`config.mk`:
```
export PLATFORM = sky130hd
export DESIGN_NAME = apb_subsys_top
export DESIGN_NICKNAME = d
export VERILOG_FILES = /design/src/common/apb_pkg.sv /design/src/common/apb_if.sv /design/src/apb_splitter/apb_splitter.sv /design/src/apb_splitter/onehot_mux.sv /design/src/hw/apb_cmd_bridge.sv /design/src/hw/apb_regfile.sv /design/src/hw/apb_subsys_top.sv
export SDC_FILE = /design/constraint.sdc
export NUM_CORES = 1
export LEC_CHECK = 0
export BUFFER_PORTS_ARGS = -buffer_cell sky130_fd_sc_hd__buf_4
export CAP_MARGIN = 30
export CORE_UTILIZATION = 30
export CTS_CLUSTER_SIZE = 25
export DETAILED_ROUTE_END_ITERATION = 16
export PLACE_DENSITY = 0.43
export SLEW_MARGIN = 20
export SYNTH_ARGS = -nofsm -noshare
export SYNTH_HDL_FRONTEND = slang
export SYNTH_SLANG_ARGS = --single-unit
```
`constraint.sdc`:
```
create_clock -name clk -period 4.75 [get_ports clk]
set_input_delay 0.95 -clock clk [delete_from_list [all_inputs] [get_ports clk]]
set_output_delay 0.95 -clock clk [all_outputs]
set_load 0.01 [all_outputs]
```
`src/common/apb_pkg.sv`:
```
package apb_pkg;

	// ~~~~~~~~~~~~~~~~~~~~~~~~~~~~~~
	// bus widths and types
	// ~~~~~~~~~~~~~~~~~~~~~~~~~~~~~~

	localparam int W_ADDR = 16;
	localparam int W_DATA = 32;

	typedef logic [W_ADDR-1:0] addr_t; // byte address
	typedef logic [W_DATA-1:0] data_t;

	// ~~~~~~~~~~~~~~~~~~~~~~~~~~~~~~
	// address map
	// ~~~~~~~~~~~~~~~~~~~~~~~~~~~~~~

	localparam int N_SLAVES = 2;

	// one W_ADDR field per slave, slave 0 in the low field
	localparam logic [N_SLAVES*W_ADDR-1:0] ADDR_MAP  = 32'h0000_4000;
	localparam logic [N_SLAVES*W_ADDR-1:0] ADDR_MASK = 32'hc000_c000;

	// ~~~~~~~~~~~~~~~~~~~~~~~~~~~~~~
	// register files
	// ~~~~~~~~~~~~~~~~~~~~~~~~~~~~~~

	localparam int REG_WORDS = 8;

	typedef logic [$clog2(REG_WORDS)-1:0] word_idx_t; // taken from paddr[4:2]

	localparam data_t ID_WORD_0 = 32'h5ec0_0000;
	localparam data_t ID_WORD_1 = 32'h5ec0_0001;

	// command bridge sequencing
	typedef enum logic [1:0] {
		IDLE,
		SETUP,
		ACCESS,
		DONE
	} bridge_state_t;

endpackage

```
`src/common/apb_if.sv`:
```
`timescale 1ns/100ps

// one APB link, clk is the bus clock that checkers sample on
interface apb_if (
	input logic clk
);

	apb_pkg::addr_t paddr;
	logic           psel;
	logic           penable;
	logic           pwrite;
	apb_pkg::data_t pwdata;
	logic           pready;
	apb_pkg::data_t prdata;
	logic           pslverr;

	modport master (
		input  clk,
		output paddr,
		output psel,
		output penable,
		output pwrite,
		output pwdata,
		input  pready,
		input  prdata,
		input  pslverr
	);

	modport slave (
		input  clk,
		input  paddr,
		input  psel,
		input  penable,
		input  pwrite,
		input  pwdata,
		output pready,
		output prdata,
		output pslverr
	);

endinterface

```
`src/apb_splitter/apb_splitter.sv`:
```
`timescale 1ns/100ps

module apb_splitter #(
	parameter int N_SLAVES = apb_pkg::N_SLAVES,
	parameter logic [N_SLAVES*apb_pkg::W_ADDR-1:0] ADDR_MAP  = apb_pkg::ADDR_MAP,
	parameter logic [N_SLAVES*apb_pkg::W_ADDR-1:0] ADDR_MASK = apb_pkg::ADDR_MASK
) (
	apb_if.slave  up,
	apb_if.master down [N_SLAVES]
);

localparam int W_ADDR = apb_pkg::W_ADDR;
localparam int W_DATA = apb_pkg::W_DATA;

logic [N_SLAVES-1:0]        sel;
logic [N_SLAVES-1:0]        pready_v;
logic [N_SLAVES-1:0]        pslverr_v;
logic [N_SLAVES*W_DATA-1:0] prdata_v;
logic                       no_match;

// ~~~~~~~~~~~~~~~~~~~~~~~~~~~~~~
// address decode
// ~~~~~~~~~~~~~~~~~~~~~~~~~~~~~~

always_comb begin
	for (int i = 0; i < N_SLAVES; i++) begin
		sel[i] = (up.paddr & ADDR_MASK[i*W_ADDR +: W_ADDR]) == ADDR_MAP[i*W_ADDR +: W_ADDR];
	end
end

assign no_match = ~|sel;

// ~~~~~~~~~~~~~~~~~~~~~~~~~~~~~~
// fan out and collect
// ~~~~~~~~~~~~~~~~~~~~~~~~~~~~~~

for (genvar g = 0; g < N_SLAVES; g++) begin : g_port
	assign down[g].paddr   = up.paddr;
	assign down[g].pwdata  = up.pwdata;
	assign down[g].psel    = sel[g] & up.psel;
	assign down[g].penable = sel[g] & up.penable;
	assign down[g].pwrite  = sel[g] & up.pwrite;

	assign pready_v[g]                   = down[g].pready;
	assign pslverr_v[g]                  = down[g].pslverr;
	assign prdata_v[g*W_DATA +: W_DATA]  = down[g].prdata;
end

// unmapped addresses finish in the first access cycle with an error
assign up.pready  = no_match | (|(sel & pready_v));
assign up.pslverr = no_match | (|(sel & pslverr_v));

onehot_mux #(
	.N_INPUTS(N_SLAVES),
	.W_INPUT(W_DATA)
) prdata_mux_i (
	.in(prdata_v),
	.sel(sel),
	.out(up.prdata) // zero when nothing is selected
);

// overlapping map entries would merge two slaves' responses
a_sel_onehot: assert property (
	@(posedge up.clk)
	up.psel |-> $onehot0(sel)
);

endmodule

```
`src/apb_splitter/onehot_mux.sv`:
```
`timescale 1ns/100ps

module onehot_mux #(
	parameter int N_INPUTS = 2,
	parameter int W_INPUT  = 32
) (
	input  logic [N_INPUTS*W_INPUT-1:0] in,
	input  logic [N_INPUTS-1:0]         sel,
	output logic [W_INPUT-1:0]          out
);

// ~~~~~~~~~~~~~~~~~~~~~~~~~~~~~~
// and-or select
// ~~~~~~~~~~~~~~~~~~~~~~~~~~~~~~

// no priority logic, the caller guarantees at most one bit of sel is set
always_comb begin
	out = '0;
	for (int i = 0; i < N_INPUTS; i++) begin
		out = out | (in[i*W_INPUT +: W_INPUT] & {W_INPUT{sel[i]}});
	end
end

endmodule

```
`src/hw/apb_cmd_bridge.sv`:
```
`timescale 1ns/100ps

module apb_cmd_bridge (
	input  logic           clk,
	input  logic           rst_n,
	input  logic           cmd_req,
	input  logic           cmd_write,
	input  apb_pkg::addr_t cmd_addr,
	input  apb_pkg::data_t cmd_wdata,
	output logic           cmd_ack,
	output apb_pkg::data_t cmd_rdata,
	output logic           cmd_err,
	apb_if.master          apb
);

apb_pkg::bridge_state_t state_q;
apb_pkg::bridge_state_t state_d;

apb_pkg::addr_t addr_q;
apb_pkg::data_t wdata_q;
logic           write_q;

// ~~~~~~~~~~~~~~~~~~~~~~~~~~~~~~
// sequencing
// ~~~~~~~~~~~~~~~~~~~~~~~~~~~~~~

always_comb begin
	state_d = state_q;
	case (state_q)
		apb_pkg::IDLE: begin
			if (cmd_req)
				state_d = apb_pkg::SETUP;
		end
		apb_pkg::SETUP: begin
			state_d = apb_pkg::ACCESS;
		end
		apb_pkg::ACCESS: begin
			if (apb.pready)
				state_d = apb_pkg::DONE; // slow slave just keeps us here
		end
		apb_pkg::DONE: begin
			if (!cmd_req)
				state_d = apb_pkg::IDLE; // four-phase return to zero
		end
		default: begin
			state_d = apb_pkg::IDLE;
		end
	endcase
end

always_ff @(posedge clk) begin
	if (!rst_n)
		state_q <= apb_pkg::IDLE;
	else
		state_q <= state_d;
end

// command is held in the bridge so the bus never sees it change mid transfer
always_ff @(posedge clk) begin
	if (state_q == apb_pkg::IDLE && cmd_req) begin
		addr_q  <= cmd_addr;
		wdata_q <= cmd_wdata;
		write_q <= cmd_write;
	end
end

// response is captured on the completing edge
always_ff @(posedge clk) begin
	if (state_q == apb_pkg::ACCESS && apb.pready) begin
		cmd_rdata <= apb.prdata;
		cmd_err   <= apb.pslverr;
	end
end

// ~~~~~~~~~~~~~~~~~~~~~~~~~~~~~~
// bus and handshake outputs
// ~~~~~~~~~~~~~~~~~~~~~~~~~~~~~~

assign apb.psel    = (state_q == apb_pkg::SETUP) || (state_q == apb_pkg::ACCESS);
assign apb.penable = (state_q == apb_pkg::ACCESS);
assign apb.paddr   = addr_q;
assign apb.pwdata  = wdata_q;
assign apb.pwrite  = write_q;

assign cmd_ack = (state_q == apb_pkg::DONE);

a_penable_needs_psel: assert property (
	@(posedge clk) disable iff (!rst_n)
	apb.penable |-> apb.psel
);

// address must hold from setup through every wait cycle of access
a_paddr_stable: assert property (
	@(posedge clk) disable iff (!rst_n)
	(apb.psel && apb.penable) |-> $stable(apb.paddr)
);

endmodule

```
`src/hw/apb_regfile.sv`:
```
`timescale 1ns/100ps

module apb_regfile #(
	parameter int             WAIT_STATES = 0,
	parameter apb_pkg::data_t ID_WORD     = apb_pkg::ID_WORD_0
) (
	input logic  clk,
	input logic  rst_n,
	apb_if.slave apb
);

localparam int W_CNT = (WAIT_STATES > 0) ? $clog2(WAIT_STATES + 1) : 1;

apb_pkg::data_t    regs [1:apb_pkg::REG_WORDS-1]; // word 0 is the ID, no storage
apb_pkg::word_idx_t idx;
logic [W_CNT-1:0]  wait_cnt;
logic              access;
logic              done;
logic              id_write;

assign idx      = apb.paddr[2 +: $bits(apb_pkg::word_idx_t)];
assign access   = apb.psel & apb.penable;
assign done     = access && (wait_cnt == W_CNT'(WAIT_STATES));
assign id_write = apb.pwrite && (idx == '0);

// ~~~~~~~~~~~~~~~~~~~~~~~~~~~~~~
// wait states
// ~~~~~~~~~~~~~~~~~~~~~~~~~~~~~~

always_ff @(posedge clk) begin
	if (!rst_n)
		wait_cnt <= '0;
	else if (access && !done)
		wait_cnt <= wait_cnt + 1'b1;
	else
		wait_cnt <= '0; // ready for the next transfer
end

// ~~~~~~~~~~~~~~~~~~~~~~~~~~~~~~
// storage
// ~~~~~~~~~~~~~~~~~~~~~~~~~~~~~~

always_ff @(posedge clk) begin
	if (!rst_n) begin
		for (int i = 1; i < apb_pkg::REG_WORDS; i++) begin
			regs[i] <= '0;
		end
	end else if (done && apb.pwrite && !id_write) begin
		regs[idx] <= apb.pwdata;
	end
end

// ~~~~~~~~~~~~~~~~~~~~~~~~~~~~~~
// response
// ~~~~~~~~~~~~~~~~~~~~~~~~~~~~~~

assign apb.pready  = done;
assign apb.prdata  = (idx == '0) ? ID_WORD : regs[idx];
assign apb.pslverr = done & id_write; // ID word is read only

// a ready outside access would complete a transfer the master never started
a_pready_in_access: assert property (
	@(posedge clk) disable iff (!rst_n)
	!(apb.psel && apb.penable) |-> !apb.pready
);

endmodule

```
`src/hw/apb_subsys_top.sv`:
```
`timescale 1ns/100ps

module apb_subsys_top #(
	parameter int N_SLAVES = apb_pkg::N_SLAVES,
	parameter logic [N_SLAVES*apb_pkg::W_ADDR-1:0] ADDR_MAP  = apb_pkg::ADDR_MAP,
	parameter logic [N_SLAVES*apb_pkg::W_ADDR-1:0] ADDR_MASK = apb_pkg::ADDR_MASK,
	parameter int             WAIT_STATES_0 = 0,
	parameter int             WAIT_STATES_1 = 0,
	parameter apb_pkg::data_t ID_WORD_0     = apb_pkg::ID_WORD_0,
	parameter apb_pkg::data_t ID_WORD_1     = apb_pkg::ID_WORD_1
) (
	input  logic           clk,
	input  logic           rst_n,
	input  logic           cmd_req,
	input  logic           cmd_write,
	input  apb_pkg::addr_t cmd_addr,
	input  apb_pkg::data_t cmd_wdata,
	output logic           cmd_ack,
	output apb_pkg::data_t cmd_rdata,
	output logic           cmd_err
);

// ~~~~~~~~~~~~~~~~~~~~~~~~~~~~~~
// buses
// ~~~~~~~~~~~~~~~~~~~~~~~~~~~~~~

apb_if up_bus (.clk(clk));
apb_if dn_bus [N_SLAVES] (.clk(clk));

// ~~~~~~~~~~~~~~~~~~~~~~~~~~~~~~
// blocks
// ~~~~~~~~~~~~~~~~~~~~~~~~~~~~~~

apb_cmd_bridge bridge_i (
	.clk(clk),
	.rst_n(rst_n),
	.cmd_req(cmd_req),
	.cmd_write(cmd_write),
	.cmd_addr(cmd_addr),
	.cmd_wdata(cmd_wdata),
	.cmd_ack(cmd_ack),
	.cmd_rdata(cmd_rdata),
	.cmd_err(cmd_err),
	.apb(up_bus.master)
);

apb_splitter #(
	.N_SLAVES(N_SLAVES),
	.ADDR_MAP(ADDR_MAP),
	.ADDR_MASK(ADDR_MASK)
) splitter_i (
	.up(up_bus.slave),
	.down(dn_bus)
);

// slave 0 sits at 0x4000, slave 1 at 0x0000 with the default map
apb_regfile #(
	.WAIT_STATES(WAIT_STATES_0),
	.ID_WORD(ID_WORD_0)
) regfile_0_i (
	.clk(clk),
	.rst_n(rst_n),
	.apb(dn_bus[0].slave)
);

apb_regfile #(
	.WAIT_STATES(WAIT_STATES_1),
	.ID_WORD(ID_WORD_1)
) regfile_1_i (
	.clk(clk),
	.rst_n(rst_n),
	.apb(dn_bus[1].slave)
);

endmodule

```
# After elaboration in Yosys (flattened, before gate mapping)
# Memories as Yosys holds them, arrays and structs flattened. A register that Yosys moved wholly into a read port is not among the register bits.
# Index checks and enable logic that the tools add are counted.
[op_classes]
n_addsub = 2
n_eq_ne = 7
muxes = 21
bitwise = 19
reduce_logical = 29
[op_table]
columns = ["operator", "n"]
rows = [
  ["$mux W32", 4],
  ["$and A32 B32 Y32", 2],
  ["$reduce_or A32 Y1", 2],
  ["$or A32 B32 Y32", 1],
  ["$logic_not A16 Y1", 1],
  ["$logic_and A1 B1 Y1", 12],
  ["$mux W3", 4],
  ["$and A1 B1 Y1", 10],
  ["$mux W1", 9],
  ["$pmux W2 S4", 1],
  ["$mux W2", 3],
  ["$ne A2 B2 Y1 const B", 3],
  ["$reduce_or A2 Y1", 3],
  ["$logic_not A1 Y1", 5],
  ["$and A2 B2 Y2", 2],
  ["$eq A2 B1 Y1 const B", 2],
  ["$eq A2 B2 Y1 const B", 2],
  ["$reduce_and A2 Y1", 2],
  ["$logic_not A3 Y1", 1],
  ["$reduce_and A3 Y1", 1],
  ["$add A1 B1 Y1 const B", 2],
  ["$logic_not A2 Y1", 1],
  ["$not A1 Y1", 2],
  ["$or A1 B1 Y1", 2],
  ["$logic_or A1 B1 Y1", 1],
]
[totals]
ff_bits = 86
mem_bits_rw = 448
in_bits = 52
out_inout_bits = 34
elab_cells = 88
memories = 2
[memory_table]
columns = ["memory", "words", "word_bits", "rd", "rd_ports_with_merged_regs", "wr", "line", "source"]
rows = [
  ["regfile_0_i.regs", 7, 32, 1, 1, 7, "apb_regfile.sv:14", "apb_pkg::data_t regs [1:apb_pkg::REG_WORDS-1];"],
  ["regfile_1_i.regs", 7, 32, 1, 1, 7, "apb_regfile.sv:14", ""],
]

# Logic depth before layout (Yosys ltp)
# Gate-level depths: netlist (run 1).
[logic_depth]
depth_word = 12
depth_mapped = 7
ltp_nobuf = 6

# Hierarchy
# A second synthesis (run 1) with hierarchy kept.
[unflattened]
hier_cells = 1744
area_unflattened_um2 = 24339.6
[modules_own_cells]
columns = ["mod", "n_inst", "cells_per_inst", "area_per_inst_um2", "seq_area_each_um2"]
rows = [
  ["apb_regfile (regfile_1_i)", 1, 726, 10296.1, 6746.5],
  ["apb_regfile (regfile_0_i)", 1, 771, 10254.8, 6746.5],
  ["apb_cmd_bridge", 1, 101, 2632.5, 2502.4],
  ["apb_splitter", 1, 108, 805.8, 0.0],
  ["onehot_mux", 1, 38, 350.3, 0.0],
]

# Worst setup path before layout (run 1)
# Ideal clock, no wire load.
[synth_timing]
path_kind = "input port to flip-flop"
start = "in rst_n"
end = "mem regfile_1_i.regs[5][0] (netlist name), enable pin"
setup_time_ps = 466
arrival_ps = 3661
required_time_ps = 4284
path_slack_ps = 623
path_stages = 3
path_buffers = 0
cell_sequence = "and3_4 > nand4b_2 > o21ai_0"
[synth_rtl]
columns = ["item", "line", "source"]
rows = [
  ["start: declaration", "apb_subsys_top.sv:13", "input logic rst_n,"],
  ["end: declaration", "apb_regfile.sv:14", ""],
]

==> results of run 1 <==
-- area by class of cell --
cell class	instances	area share (%)
timing repair buffer	122	3.645
clock buffer	87	6.331
tap	1070	4.513
inverter	4	0.05062
clock inverter	37	0.9238
antenna	3	0.02531
sequential	590	59.53
multi-input combinational	809	24.98
-- cell families after synthesis --
| kind of cell | count (synthesis) | synth area share, % |
|---|---|---|
| buffers and inverters | 125 | 2.209 |
| other | 1 | 0.01488 |
| and+or+nand+nor | 505 | 12.61 |
| adders and majority gates | 3 | 0.1489 |
| AOI/OAI and AO/OA | 51 | 1.330 |
| DFF | 590 | 70.01 |
| muxes | 184 | 13.68 |
-- through the flow --
| stage | worst slack, ns | cells | area [um2] |
|---|---|---|---|
| global placement | 1.376 | 2593 | 27450 |
| CTS | 1.721 | 2719 | 29650 |
| detailed placement | 1.310 | 2595 | 27500 |
| finish | 1.790 | 2722 | 29660 |
| floorplan | 0.6230 | 1524 | 25450 |
| global route | 1.628 | 2719 | 29650 |
-- worst register-to-register path: cells and delay by family (launching register included) --
family                 cells  cell delay [ns]
buffers and inverters      1             0.41
DFF                        1             0.67
and+or+nand+nor            4             1.55
-- layer usage --
| layer | share of wire [%] | track usage, % | vias to the layer above |
|---|---|---|---|
| met4 | 2.0 | 4.711 | 0 |
| met5 | 0 | 0 | - |
| li1 | - | - | 5736 |
| met2 | 48 | 27.39 | 291 |
| met1 | 45 | 22.46 | 6852 |
| met3 | 4.8 | 2.733 | 93 |
-- how the worst max path moves through the flow --
stage                      startpoint                       to  slack (ns)  depth (start not counted)
2_1_floorplan                   rst_n   regfile_1_i.regs[5][0]        0.62                          3
5_1_grt        bridge_i.apb.paddr[15]  regfile_0_i.regs[4][18]        1.63                          5
3_5_place_dp                    rst_n  regfile_0_i.regs[4][30]        1.31                          6
3_3_place_gp                    rst_n  regfile_0_i.regs[4][26]        1.38                          6
4_1_cts        bridge_i.apb.paddr[15]  regfile_0_i.regs[4][18]        1.72                          5
6_report       bridge_i.apb.paddr[15]  regfile_0_i.regs[4][18]        1.79                          5
-- registers in the layout, summed over array words and instances, names as in the netlist, named ones only --
| register | cells |
|---|---|
| bridge_i.cmd_err | 1 |
| regfile_1_i.regs | 256 |
| regfile_0_i.wait_cnt | 1 |
| bridge_i.state_q | 2 |
| regfile_0_i.regs | 256 |
| bridge_i.apb.pwdata | 32 |
| regfile_1_i.wait_cnt | 1 |
| bridge_i.apb.paddr | 5 |
| bridge_i.apb.pwrite | 1 |
| bridge_i.cmd_rdata | 32 |
-- power groups by stage --
stage	clock [mW]	combinational, mW	sequential [mW]
2_1_floorplan	0	1.63	6.35
3_3_place_gp	0	2.14	6.71
3_5_place_dp	0	2.20	6.69
4_1_cts	5.28	2.20	6.59
5_1_grt	5.45	2.30	6.64
6_report	5.12	2.13	6.56
-- layout by cell type, fill, tap and decap left out, types with 8 or more instances in the layout --
master and count:
a211oi_1 8, and2_1 448, buf_12 10, buf_4 110, clkbuf_1 13, clkbuf_16 72, clkinv_1 13, clkinv_2 15
conb_1 66, edfxtp_1 583, mux2i_1 52, mux4_2 128, nand2b_2 9, nor2b_1 9, nor3_1 8, nor3_4 8
o22ai_1 30
==> summary.md, run 1 <==
| Metric | Value |
|---|---|
| Largest net degree at the start of global routing | `57` |
| Clock transition at the registers of the reported paths | `0.05 ns` |
| Placed wire-length estimate | `37440 um` |
| Worst path bufs/invs | `1` |
| Internal power | `10.09 mW` |
| Slowest cell on crit path | `edfxtp_1` |
| Min cycle time layout | `2.960 ns` |
| H-Tree Level Count | `3` |
| Cts hold-fix bufs | `0` |
| Area Overhead vs Synth | `17.68%` |
| R2R cell count | `5` |
| Post-Route Setup TNS | `0 ns` |
| P_leak | `10.72 nW` |
| CTS tree | `yes` |
| Worst hold path startpoint | `cmd_wdata[29]` |
| CP Cell Sequence | `nor3b_2 > nand3_2 > nor3_4 > nand2b_2 > buf_4` |
| Initial antenna violation count | `6` |
| Reg2Reg Setup Slack | `1.79 ns` |
| Max_cap viols | `0` |
| Slew Limit Fails | `0` |
| Drt first pass iters | `4` |
| Main flop type after synthesis | `edfxtp_1` |
| IO Port Bufs | `74` |
| Starting Density | `30.50%` |
| GPL Wtd Cong | `0.6942` |
| Vias in the first global route | `14140` |
| Synth Warn # | `0` |
| Die footprint | `0.08519 mm2` |
| Crit-path max FO | `14` |
| Core box area | `0.08264 mm2` |
| Critical Path Max Stage Delay | `0.67 ns` |
| Synthesized instance count | `1459` |
| Post-synth cell types | `34` |
| CTS resizes | `0` |
| Final setup fails | `0` |
| Crit-path leading delay family | `simple AND/OR/NAND/NOR gates` |
| Setup repair bufs after CTS | `0` |
| First-pass GRT wire length | `100400 um` |
| Arr. time, crit path | `3.23 ns` |
| Post-layout util | `35.90%` |
| Final period util | `62.31%` |
| Worst Skew | `0.01605 ns` |
| Sequential area share after synthesis | `70.01%` |
| Slew of the pin with the lowest slew margin | `0.8486 ns` |
| CP endpoint kind | `flop` |
| Total CTS buffers | `71` |
| Wirelength, routed | `69500 um` |
| Hold slack | `0.5130 ns` |
| Overall routing resource usage | `16.58%` |
| Post-synth EDFFs | `583` |
| Syn avg cell area | `17.28 um2` |
| Vias post-DR | `12970` |
| Worst Hold Path Cells | `1` |
| # fillers | `7746` |
| Nets | `1653` |
| Antenna-violating nets left | `0` |
| Combinational power share | `15.4%` |
| FFs w/ async S/R, synth | `0%` |
| Part of the power in registers | `47.5%` |
| Die H | `291.9 um` |
| Largest cells by area after synthesis | `edfxtp_1, mux4_2, and2_1` |
| DRC | `0` |
| RR Endpoint | `regfile_0_i.regs[4][18]` |
| Share of post-route cells with drive strength above 1 | `23.77%` |
| Switching fraction of total power | `26.99%` |
| Grt total ovfl | `0` |
| Pwr dens | `465.7 mW/mm2` |
| Fmax | `337.8 MHz` |
| Clock power frac | `37.1%` |
| Unrepaired setup endpoints after global routing | `no` |
| Die W | `291.9 um` |
| Endpoints failing hold | `0` |
| Hold Crit Class | `in -> reg` |
| Status | `finished, final reports clean` |
| # IOs | `86` |
| Post-synth top area share | `69.45%` |
| Cell Rows | `105` |
| Startpoint types | `flop` |
| DRT iter0 DRCs | `1017` |
| Register Area | `0.01766 mm2` |
| Mapped Area | `0.02521 mm2` |
| Sw power | `3.728 mW` |
| WS Path Type | `reg -> reg` |
| Most common library cells after synthesis | `edfxtp_1, and2_1, mux4_2` |
| Avg Vias per Cell | `4.766` |
| CP required | `5.02 ns` |
| Worst VDD drop | `213.6 uV` |
| Area leader, netlist | `edfxtp_1` |
| Worst slew margin | `43.42%` |
| Area of the multi-input gates | `0.007410 mm2` |
| Clock Tree Buf Depth | `3` |
| Hold Crit Endpoint | `bridge_i.apb.pwdata[29]` |
| Reg-to-Reg Start | `bridge_i.apb.paddr[15]` |
| Clk root buf | `clkbuf_16` |
| DR WL/cell | `25.53 um` |
| Worst-Skew Late Latency | `0.61 ns` |
| Clock Sink Count | `590` |
| Seq cells post-synth | `590` |
| Post-layout power | `13.81 mW` |
| Most common cell in the netlist | `edfxtp_1` |
No activity file was read; power rests on OpenSTA's default activity.
==> inputs of run 2 (changes only) <==
==> constraint.sdc (replaced) <==
create_clock -name clk -period 2.9 [get_ports clk]
set_input_delay 0.58 -clock clk [delete_from_list [all_inputs] [get_ports clk]]
set_output_delay 0.58 -clock clk [all_outputs]
set_load 0.01 [all_outputs]
==> summary.md, run 2 (synthesized netlist as in run 1, its figures left out) <==
| Metric | Value |
|---|---|
| Status | `finished, final reports clean (unchanged)` |
| DR WL/cell | `25.05 um (was 25.53 um)` |
| Crit-path max FO | `24 (was 14)` |
| # fillers | `7733 (was 7746)` |
| Final setup fails | `0 (unchanged)` |
| Worst-Skew Late Latency | `0.61 ns (about the same)` |
| Clk root buf | `clkbuf_16 (unchanged)` |
| Grt total ovfl | `0 (unchanged)` |
| Arr. time, crit path | `2.62 ns (was 3.23 ns)` |
| Reg-to-Reg Start | `bridge_i.apb.paddr[3] (was bridge_i.apb.paddr[15])` |
| Die H | `291.9 um (unchanged)` |
| Placed cell areas | `0.02777 mm2 (was 0.02750 mm2)` |
| Reg2Reg Setup Slack | `0.58 ns (was 1.79 ns)` |
| Largest registers | `regfile_0_i.regs x256, regfile_1_i.regs x256 (unchanged)` |
| Antenna-violating nets left | `0 (unchanged)` |
| Clock Sink Count | `590 (unchanged)` |
| Slew of the pin with the lowest slew margin | `0.6259 ns (was 0.8486 ns)` |
| Pwr dens | `754.3 mW/mm2 (was 465.7 mW/mm2)` |
| Max_cap viols | `0 (unchanged)` |
| Wirelength, routed | `68960 um (was 69500 um)` |
| Pre-CTS setup slack | `0.4994 ns (was 1.310 ns)` |
| Hold slack | `0.1367 ns (was 0.5130 ns)` |
| Worst Skew | `0.01587 ns (was 0.01605 ns)` |
| Most frequent cells in the layout | `edfxtp_1, and2_1, buf_4, mux4_2, clkbuf_16 (was edfxtp_1, and2_1, mux4_2, buf_4, clkbuf_16)` |
| Cts hold-fix bufs | `0 (unchanged)` |
| Post-layout power | `22.56 mW (was 13.81 mW)` |
| Final Cell Area | `0.02991 mm2 (was 0.02966 mm2)` |
| Vias post-DR | `12990 (was 12970)` |
| Starting Density | `30.50% (unchanged)` |
| DRC | `0 (unchanged)` |
| Largest net degree at the start of global routing | `38 (was 57)` |
| Clock Tree Buf Depth | `3 (unchanged)` |
| Post-layout util | `36.19% (was 35.90%)` |
| Slew Limit Fails | `0 (unchanged)` |
| Worst slew margin | `58.27% (was 43.42%)` |
| Endpoints failing hold | `0 (unchanged)` |
| R2R cell count | `4 (was 5)` |
| Commonest non-fill, non-tap cell in the layout | `edfxtp_1 (unchanged)` |
| IO Port Bufs | `74 (unchanged)` |
| Startpoint types | `flop (unchanged)` |
| Die footprint | `0.08519 mm2 (unchanged)` |
| # IOs | `86 (unchanged)` |
| Placed wire-length estimate | `38920 um (was 37440 um)` |
| First-pass GRT wire length | `98150 um (was 100400 um)` |
| Core box area | `0.08264 mm2 (unchanged)` |
| Worst hold path startpoint | `cmd_wdata[27] (was cmd_wdata[29])` |
| Fmax | `430.7 MHz (was 337.8 MHz)` |
| Total CTS buffers | `70 (was 71)` |
| Area Overhead vs Synth | `18.65% (was 17.68%)` |
| Setup ws final | `0.5781 ns (was 1.790 ns)` |
| GPL Wtd Cong | `0.7026 (was 0.6942)` |
| Final period util | `80.07% (was 62.31%)` |
| CTS tree | `yes (unchanged)` |
| Area of the multi-input gates | `0.007422 mm2 (was 0.007410 mm2)` |
| Drt first pass iters | `5 (was 4)` |
| Share of post-route cells with drive strength above 1 | `24.40% (was 23.77%)` |
| CTS resizes | `0 (unchanged)` |
| P_leak | `10.85 nW (was 10.72 nW)` |
| RR Endpoint | `bridge_i.cmd_rdata[20] (was regfile_0_i.regs[4][18])` |
| Die W | `291.9 um (unchanged)` |
| Unrepaired setup endpoints after global routing | `no (unchanged)` |
| DRT iter0 DRCs | `1041 (was 1017)` |
| WS Path Type | `reg -> reg (unchanged)` |
| Avg Vias per Cell | `4.719 (was 4.766)` |
| Hold Crit Endpoint | `bridge_i.apb.pwdata[27] (was bridge_i.apb.pwdata[29])` |
| Register Area | `0.01766 mm2 (unchanged)` |
| Worst VDD drop | `466.9 uV (was 213.6 uV)` |
| CP required | `3.20 ns (was 5.02 ns)` |
| CP endpoint kind | `flop (unchanged)` |
| Clock transition at the registers of the reported paths | `0.06 ns (was 0.05 ns)` |
| Initial antenna violation count | `7 (was 6)` |
| Setup repair bufs after CTS | `0 (unchanged)` |
| H-Tree Level Count | `3 (unchanged)` |
| Vias in the first global route | `13740 (was 14140)` |
| Cell Rows | `105 (unchanged)` |
| Overall routing resource usage | `16.40% (was 16.58%)` |
| Nets | `1683 (was 1653)` |
| Hold Crit Class | `in -> reg (unchanged)` |
| Min cycle time layout | `2.322 ns (was 2.960 ns)` |
| Worst Hold Path Cells | `1 (unchanged)` |
run 2: cell type report:
class	instances	share of cell area [%]
clock inverters	33	0.9288
flip-flops and latches	590	59.04
inverters	4	0.05020
repair buffers	153	4.468
multi-input cells	809	24.82
diodes	3	0.02510
clock buffers	91	6.192
well taps	1070	4.476
run 2: worst max path at each step:
stage                          startpoint                     end  slack, ns  cells past startpoint
floorplan                           rst_n  regfile_1_i.regs[5][0]      -0.86                      3
global placement    bridge_i.apb.paddr[3]  bridge_i.cmd_rdata[20]       0.49                      4
detailed placement  bridge_i.apb.paddr[3]  bridge_i.cmd_rdata[20]       0.50                      4
CTS                 bridge_i.apb.paddr[3]  bridge_i.cmd_rdata[20]       0.49                      4
global route        bridge_i.apb.paddr[3]  bridge_i.cmd_rdata[30]       0.41                      4
finish              bridge_i.apb.paddr[3]  bridge_i.cmd_rdata[20]       0.58                      4
run 2: where the power goes:
group / switching (mW) / total, mW / internal [mW]
combinational: 1.94 / 3.69 / 1.74
clock: 3.52 / 8.31 / 4.79
sequential: 0.526 / 10.6 / 10.0
run 2: critical path, stage by stage (launching register included):
cell and delay (ns):
edfxtp_1 0.56, nor3_1 0.52, or3b_1 0.19, buf_4 0.45
o22ai_1 0.30
run 2: metrics by stage:
stage / setup TNS, ns / cells
final: 0 / 2753
after global routing: 0 / 2750
after CTS: 0 / 2750
after detailed placement: 0 / 2626
after global placement: 0 / 2626
after floorplan: -82.27 / 1524
run 2: layer usage:
| layer | GRT usage (%) | up-vias | wire length, um | share of wire (%) |
|---|---|---|---|---|
| li1 | - | 5774 | - | - |
| met1 | 22.04 | 6815 | 30540 | 44 |
| met2 | 27.33 | 309 | 33910 | 49 |
| met3 | 2.923 | 94 | 3113 | 4.5 |
| met4 | 4.185 | 0 | 1402 | 2.0 |
| met5 | 0 | - | 0 | 0 |
==> inputs of run 3 (changes only) <==
==> constraint.sdc (replaced) <==
create_clock -name clk -period 2.3 [get_ports clk]
set_input_delay 0.46 -clock clk [delete_from_list [all_inputs] [get_ports clk]]
set_output_delay 0.46 -clock clk [all_outputs]
set_load 0.01 [all_outputs]
==> summary.md, run 3 (synthesized netlist as in run 1, its figures left out) <==
| Metric | Value |
|---|---|
| GPL Wtd Cong | `0.7074 (was 0.7026)` |
| Setup ws final | `0.1683 ns (was 0.5781 ns)` |
| Commonest non-fill, non-tap cell in the layout | `edfxtp_1 (unchanged)` |
| Avg Vias per Cell | `4.722 (was 4.719)` |
| Clock transition at the registers of the reported paths | `0.06 ns (about the same)` |
| Arr. time, crit path | `2.49 ns (was 2.62 ns)` |
| CP Cell Sequence | `buf_12 > mux4_2 > nor2b_1 > a211oi_1 > nor3_1 (was nor3_1 > or3b_1 > buf_4 > o22ai_1)` |
| Max_cap viols | `0 (unchanged)` |
| Worst VDD drop | `583.2 uV (was 466.9 uV)` |
| Crit-path leading delay family | `multiplexers (was simple AND/OR/NAND/NOR gates)` |
| Worst Skew | `0.03382 ns (was 0.01587 ns)` |
| Vias in the first global route | `14320 (was 13740)` |
| Final period util | `92.68% (was 80.07%)` |
| Die W | `291.9 um (unchanged)` |
| Core box area | `0.08264 mm2 (unchanged)` |
| Post-Route Setup TNS | `0 ns (unchanged)` |
| H-Tree Level Count | `3 (unchanged)` |
| Wirelength, routed | `69720 um (was 68960 um)` |
| IO Port Bufs | `74 (unchanged)` |
| Antenna-violating nets left | `0 (unchanged)` |
| Min cycle time layout | `2.132 ns (was 2.322 ns)` |
| WS Path Type | `reg -> reg (unchanged)` |
| Clock Tree Buf Depth | `3 (unchanged)` |
| Crit-path max FO | `13 (was 24)` |
| Slowest cell on crit path | `mux4_2 (was edfxtp_1)` |
| DRC | `0 (unchanged)` |
| Final Cell Area | `0.03081 mm2 (was 0.02991 mm2)` |
| Die H | `291.9 um (unchanged)` |
| Grt met2 use | `27.87% (was 27.33%)` |
| Post-layout power | `29.57 mW (was 22.56 mW)` |
| CTS tree | `yes (unchanged)` |
| Worst path bufs/invs | `1 (unchanged)` |
| Placed cell areas | `0.02817 mm2 (was 0.02777 mm2)` |
| Slew Limit Fails | `0 (unchanged)` |
| Overall routing resource usage | `16.68% (was 16.40%)` |
| CP endpoint kind | `flop (unchanged)` |
| Initial antenna violation count | `3 (was 7)` |
| Clk root buf | `clkbuf_16 (unchanged)` |
| Cell Rows | `105 (unchanged)` |
| Area Overhead vs Synth | `22.24% (was 18.65%)` |
| Largest net degree at the start of global routing | `43 (was 38)` |
| Layout Cells excl Fill | `2810 (was 2753)` |
| Fmax | `469.1 MHz (was 430.7 MHz)` |
| Hold Crit Class | `in -> reg (unchanged)` |
| Share of post-route cells with drive strength above 1 | `25.60% (was 24.40%)` |
| Unrepaired setup endpoints after global routing | `no (unchanged)` |
| Die footprint | `0.08519 mm2 (unchanged)` |
| Met3 global-route usage | `2.550% (was 2.923%)` |
| Slew of the pin with the lowest slew margin | `0.5943 ns (was 0.6259 ns)` |
| P_leak | `11.26 nW (was 10.85 nW)` |
| Critical Path Max Stage Delay | `0.52 ns (was 0.56 ns)` |
| CTS resizes | `0 (unchanged)` |
| Pwr dens | `959.7 mW/mm2 (was 754.3 mW/mm2)` |
| Final setup fails | `0 (unchanged)` |
| Endpoints failing hold | `0 (unchanged)` |
| Drt first pass iters | `5 (unchanged)` |
| Placed instance count | `2650 (was 2626)` |
| Starting Density | `30.50% (unchanged)` |
| CP required | `2.66 ns (was 3.20 ns)` |
| Largest registers | `regfile_0_i.regs x256, regfile_1_i.regs x256 (unchanged)` |
| Clock Sink Count | `590 (unchanged)` |
| Status | `finished, final reports clean (unchanged)` |
| # IOs | `86 (unchanged)` |
| Total CTS buffers | `71 (was 70)` |
| Most frequent cells in the layout | `edfxtp_1, and2_1, buf_4, mux4_2, clkbuf_16 (unchanged)` |
| Startpoint types | `flop (unchanged)` |
| Worst slew margin | `60.38% (was 58.27%)` |
| DRT iter0 DRCs | `938 (was 1041)` |
| Nets | `1741 (was 1683)` |
| Layer with the highest usage | `met2 (unchanged)` |
| First-pass GRT wire length | `101000 um (was 98150 um)` |
| Met1 Use GR | `22.51% (was 22.04%)` |
| Grt total ovfl | `0 (unchanged)` |
| Pre-CTS setup slack | `0.1021 ns (was 0.4994 ns)` |
| DR WL/cell | `24.81 um (was 25.05 um)` |
| Vias post-DR | `13270 (was 12990)` |
| Worst-Skew Late Latency | `0.63 ns (was 0.61 ns)` |
| Placed wire-length estimate | `40680 um (was 38920 um)` |
## run 3: cell types whose count changed in the layout (fill, tap and decap cells not counted), sizes merged
cell and change:
buf +24, inv -1, bufinv +5, clkinvlp +2, clkinv -1, dlygate4sd3 +33, diode -1, clkbuf -4
## run 3: path summary, 6_finish.rpt
| path | start | end | slack, ns | depth (start not counted) |
|---|---|---|---|---|
| hold / removal | cmd_addr[3] | bridge_i.apb.paddr[3] | 0.05 | 1 |
| hold reg to reg | bridge_i.state_q[0] | bridge_i.state_q[0] | 0.54 | 1 |
| setup reg to reg | flop | bridge_i.cmd_rdata[22] | 0.17 | 5 |
| setup / recovery | flop | bridge_i.cmd_rdata[22] | 0.17 | 5 |
## run 3: routing by layer
layer	share of wire (%)	vias to the layer above
li1	-	5896
met1	44	6970
met2	49	303
met3	4.2	101
met4	2.4	0
met5	0	-
## run 3: through the flow
stage               hold WS [ns]  util [%]
floorplan                 0.4992         -
global placement          0.5295     34.09
detailed placement        0.5345     34.09
CTS                     0.007566     37.28
global route             0.01607     37.28
finish                   0.04632     37.29
## run 3: area by class of cell
cell class,instances,area [um2]
inverters,4,15.01
clock buffers,87,1868
repair buffers,210,2072
diodes,2,5.005
flip-flops and latches,590,17660
clock inverters,38,435.4
well taps,1070,1339
multi-input cells,809,7420
fillers,7717,51820
## run 3: power by group
| group | leakage [nW] | total (mW) | internal (mW) | switching [mW] |
|---|---|---|---|---|
| Sequential | 5.98 | 13.3 | 12.7 | 0.645 |
| Combinational | 4.17 | 5.01 | 2.45 | 2.56 |
| Clock | 1.11 | 11.3 | 6.69 | 4.57 |
## run 3: worst reg2reg max path: cells and delay by family, from the launching register on
kind	cells	cell delay, ns
muxes	1	0.53
buffers and inverters	1	0.22
and+or+nand+nor	2	0.28
DFF	1	0.50
AOI/OAI and AO/OA	1	0.36
## run 3: repair_timing
action	CTS	global route
setup buffers	0	0
hold buffers	33	0
endpoints found under the hold margin	33	0
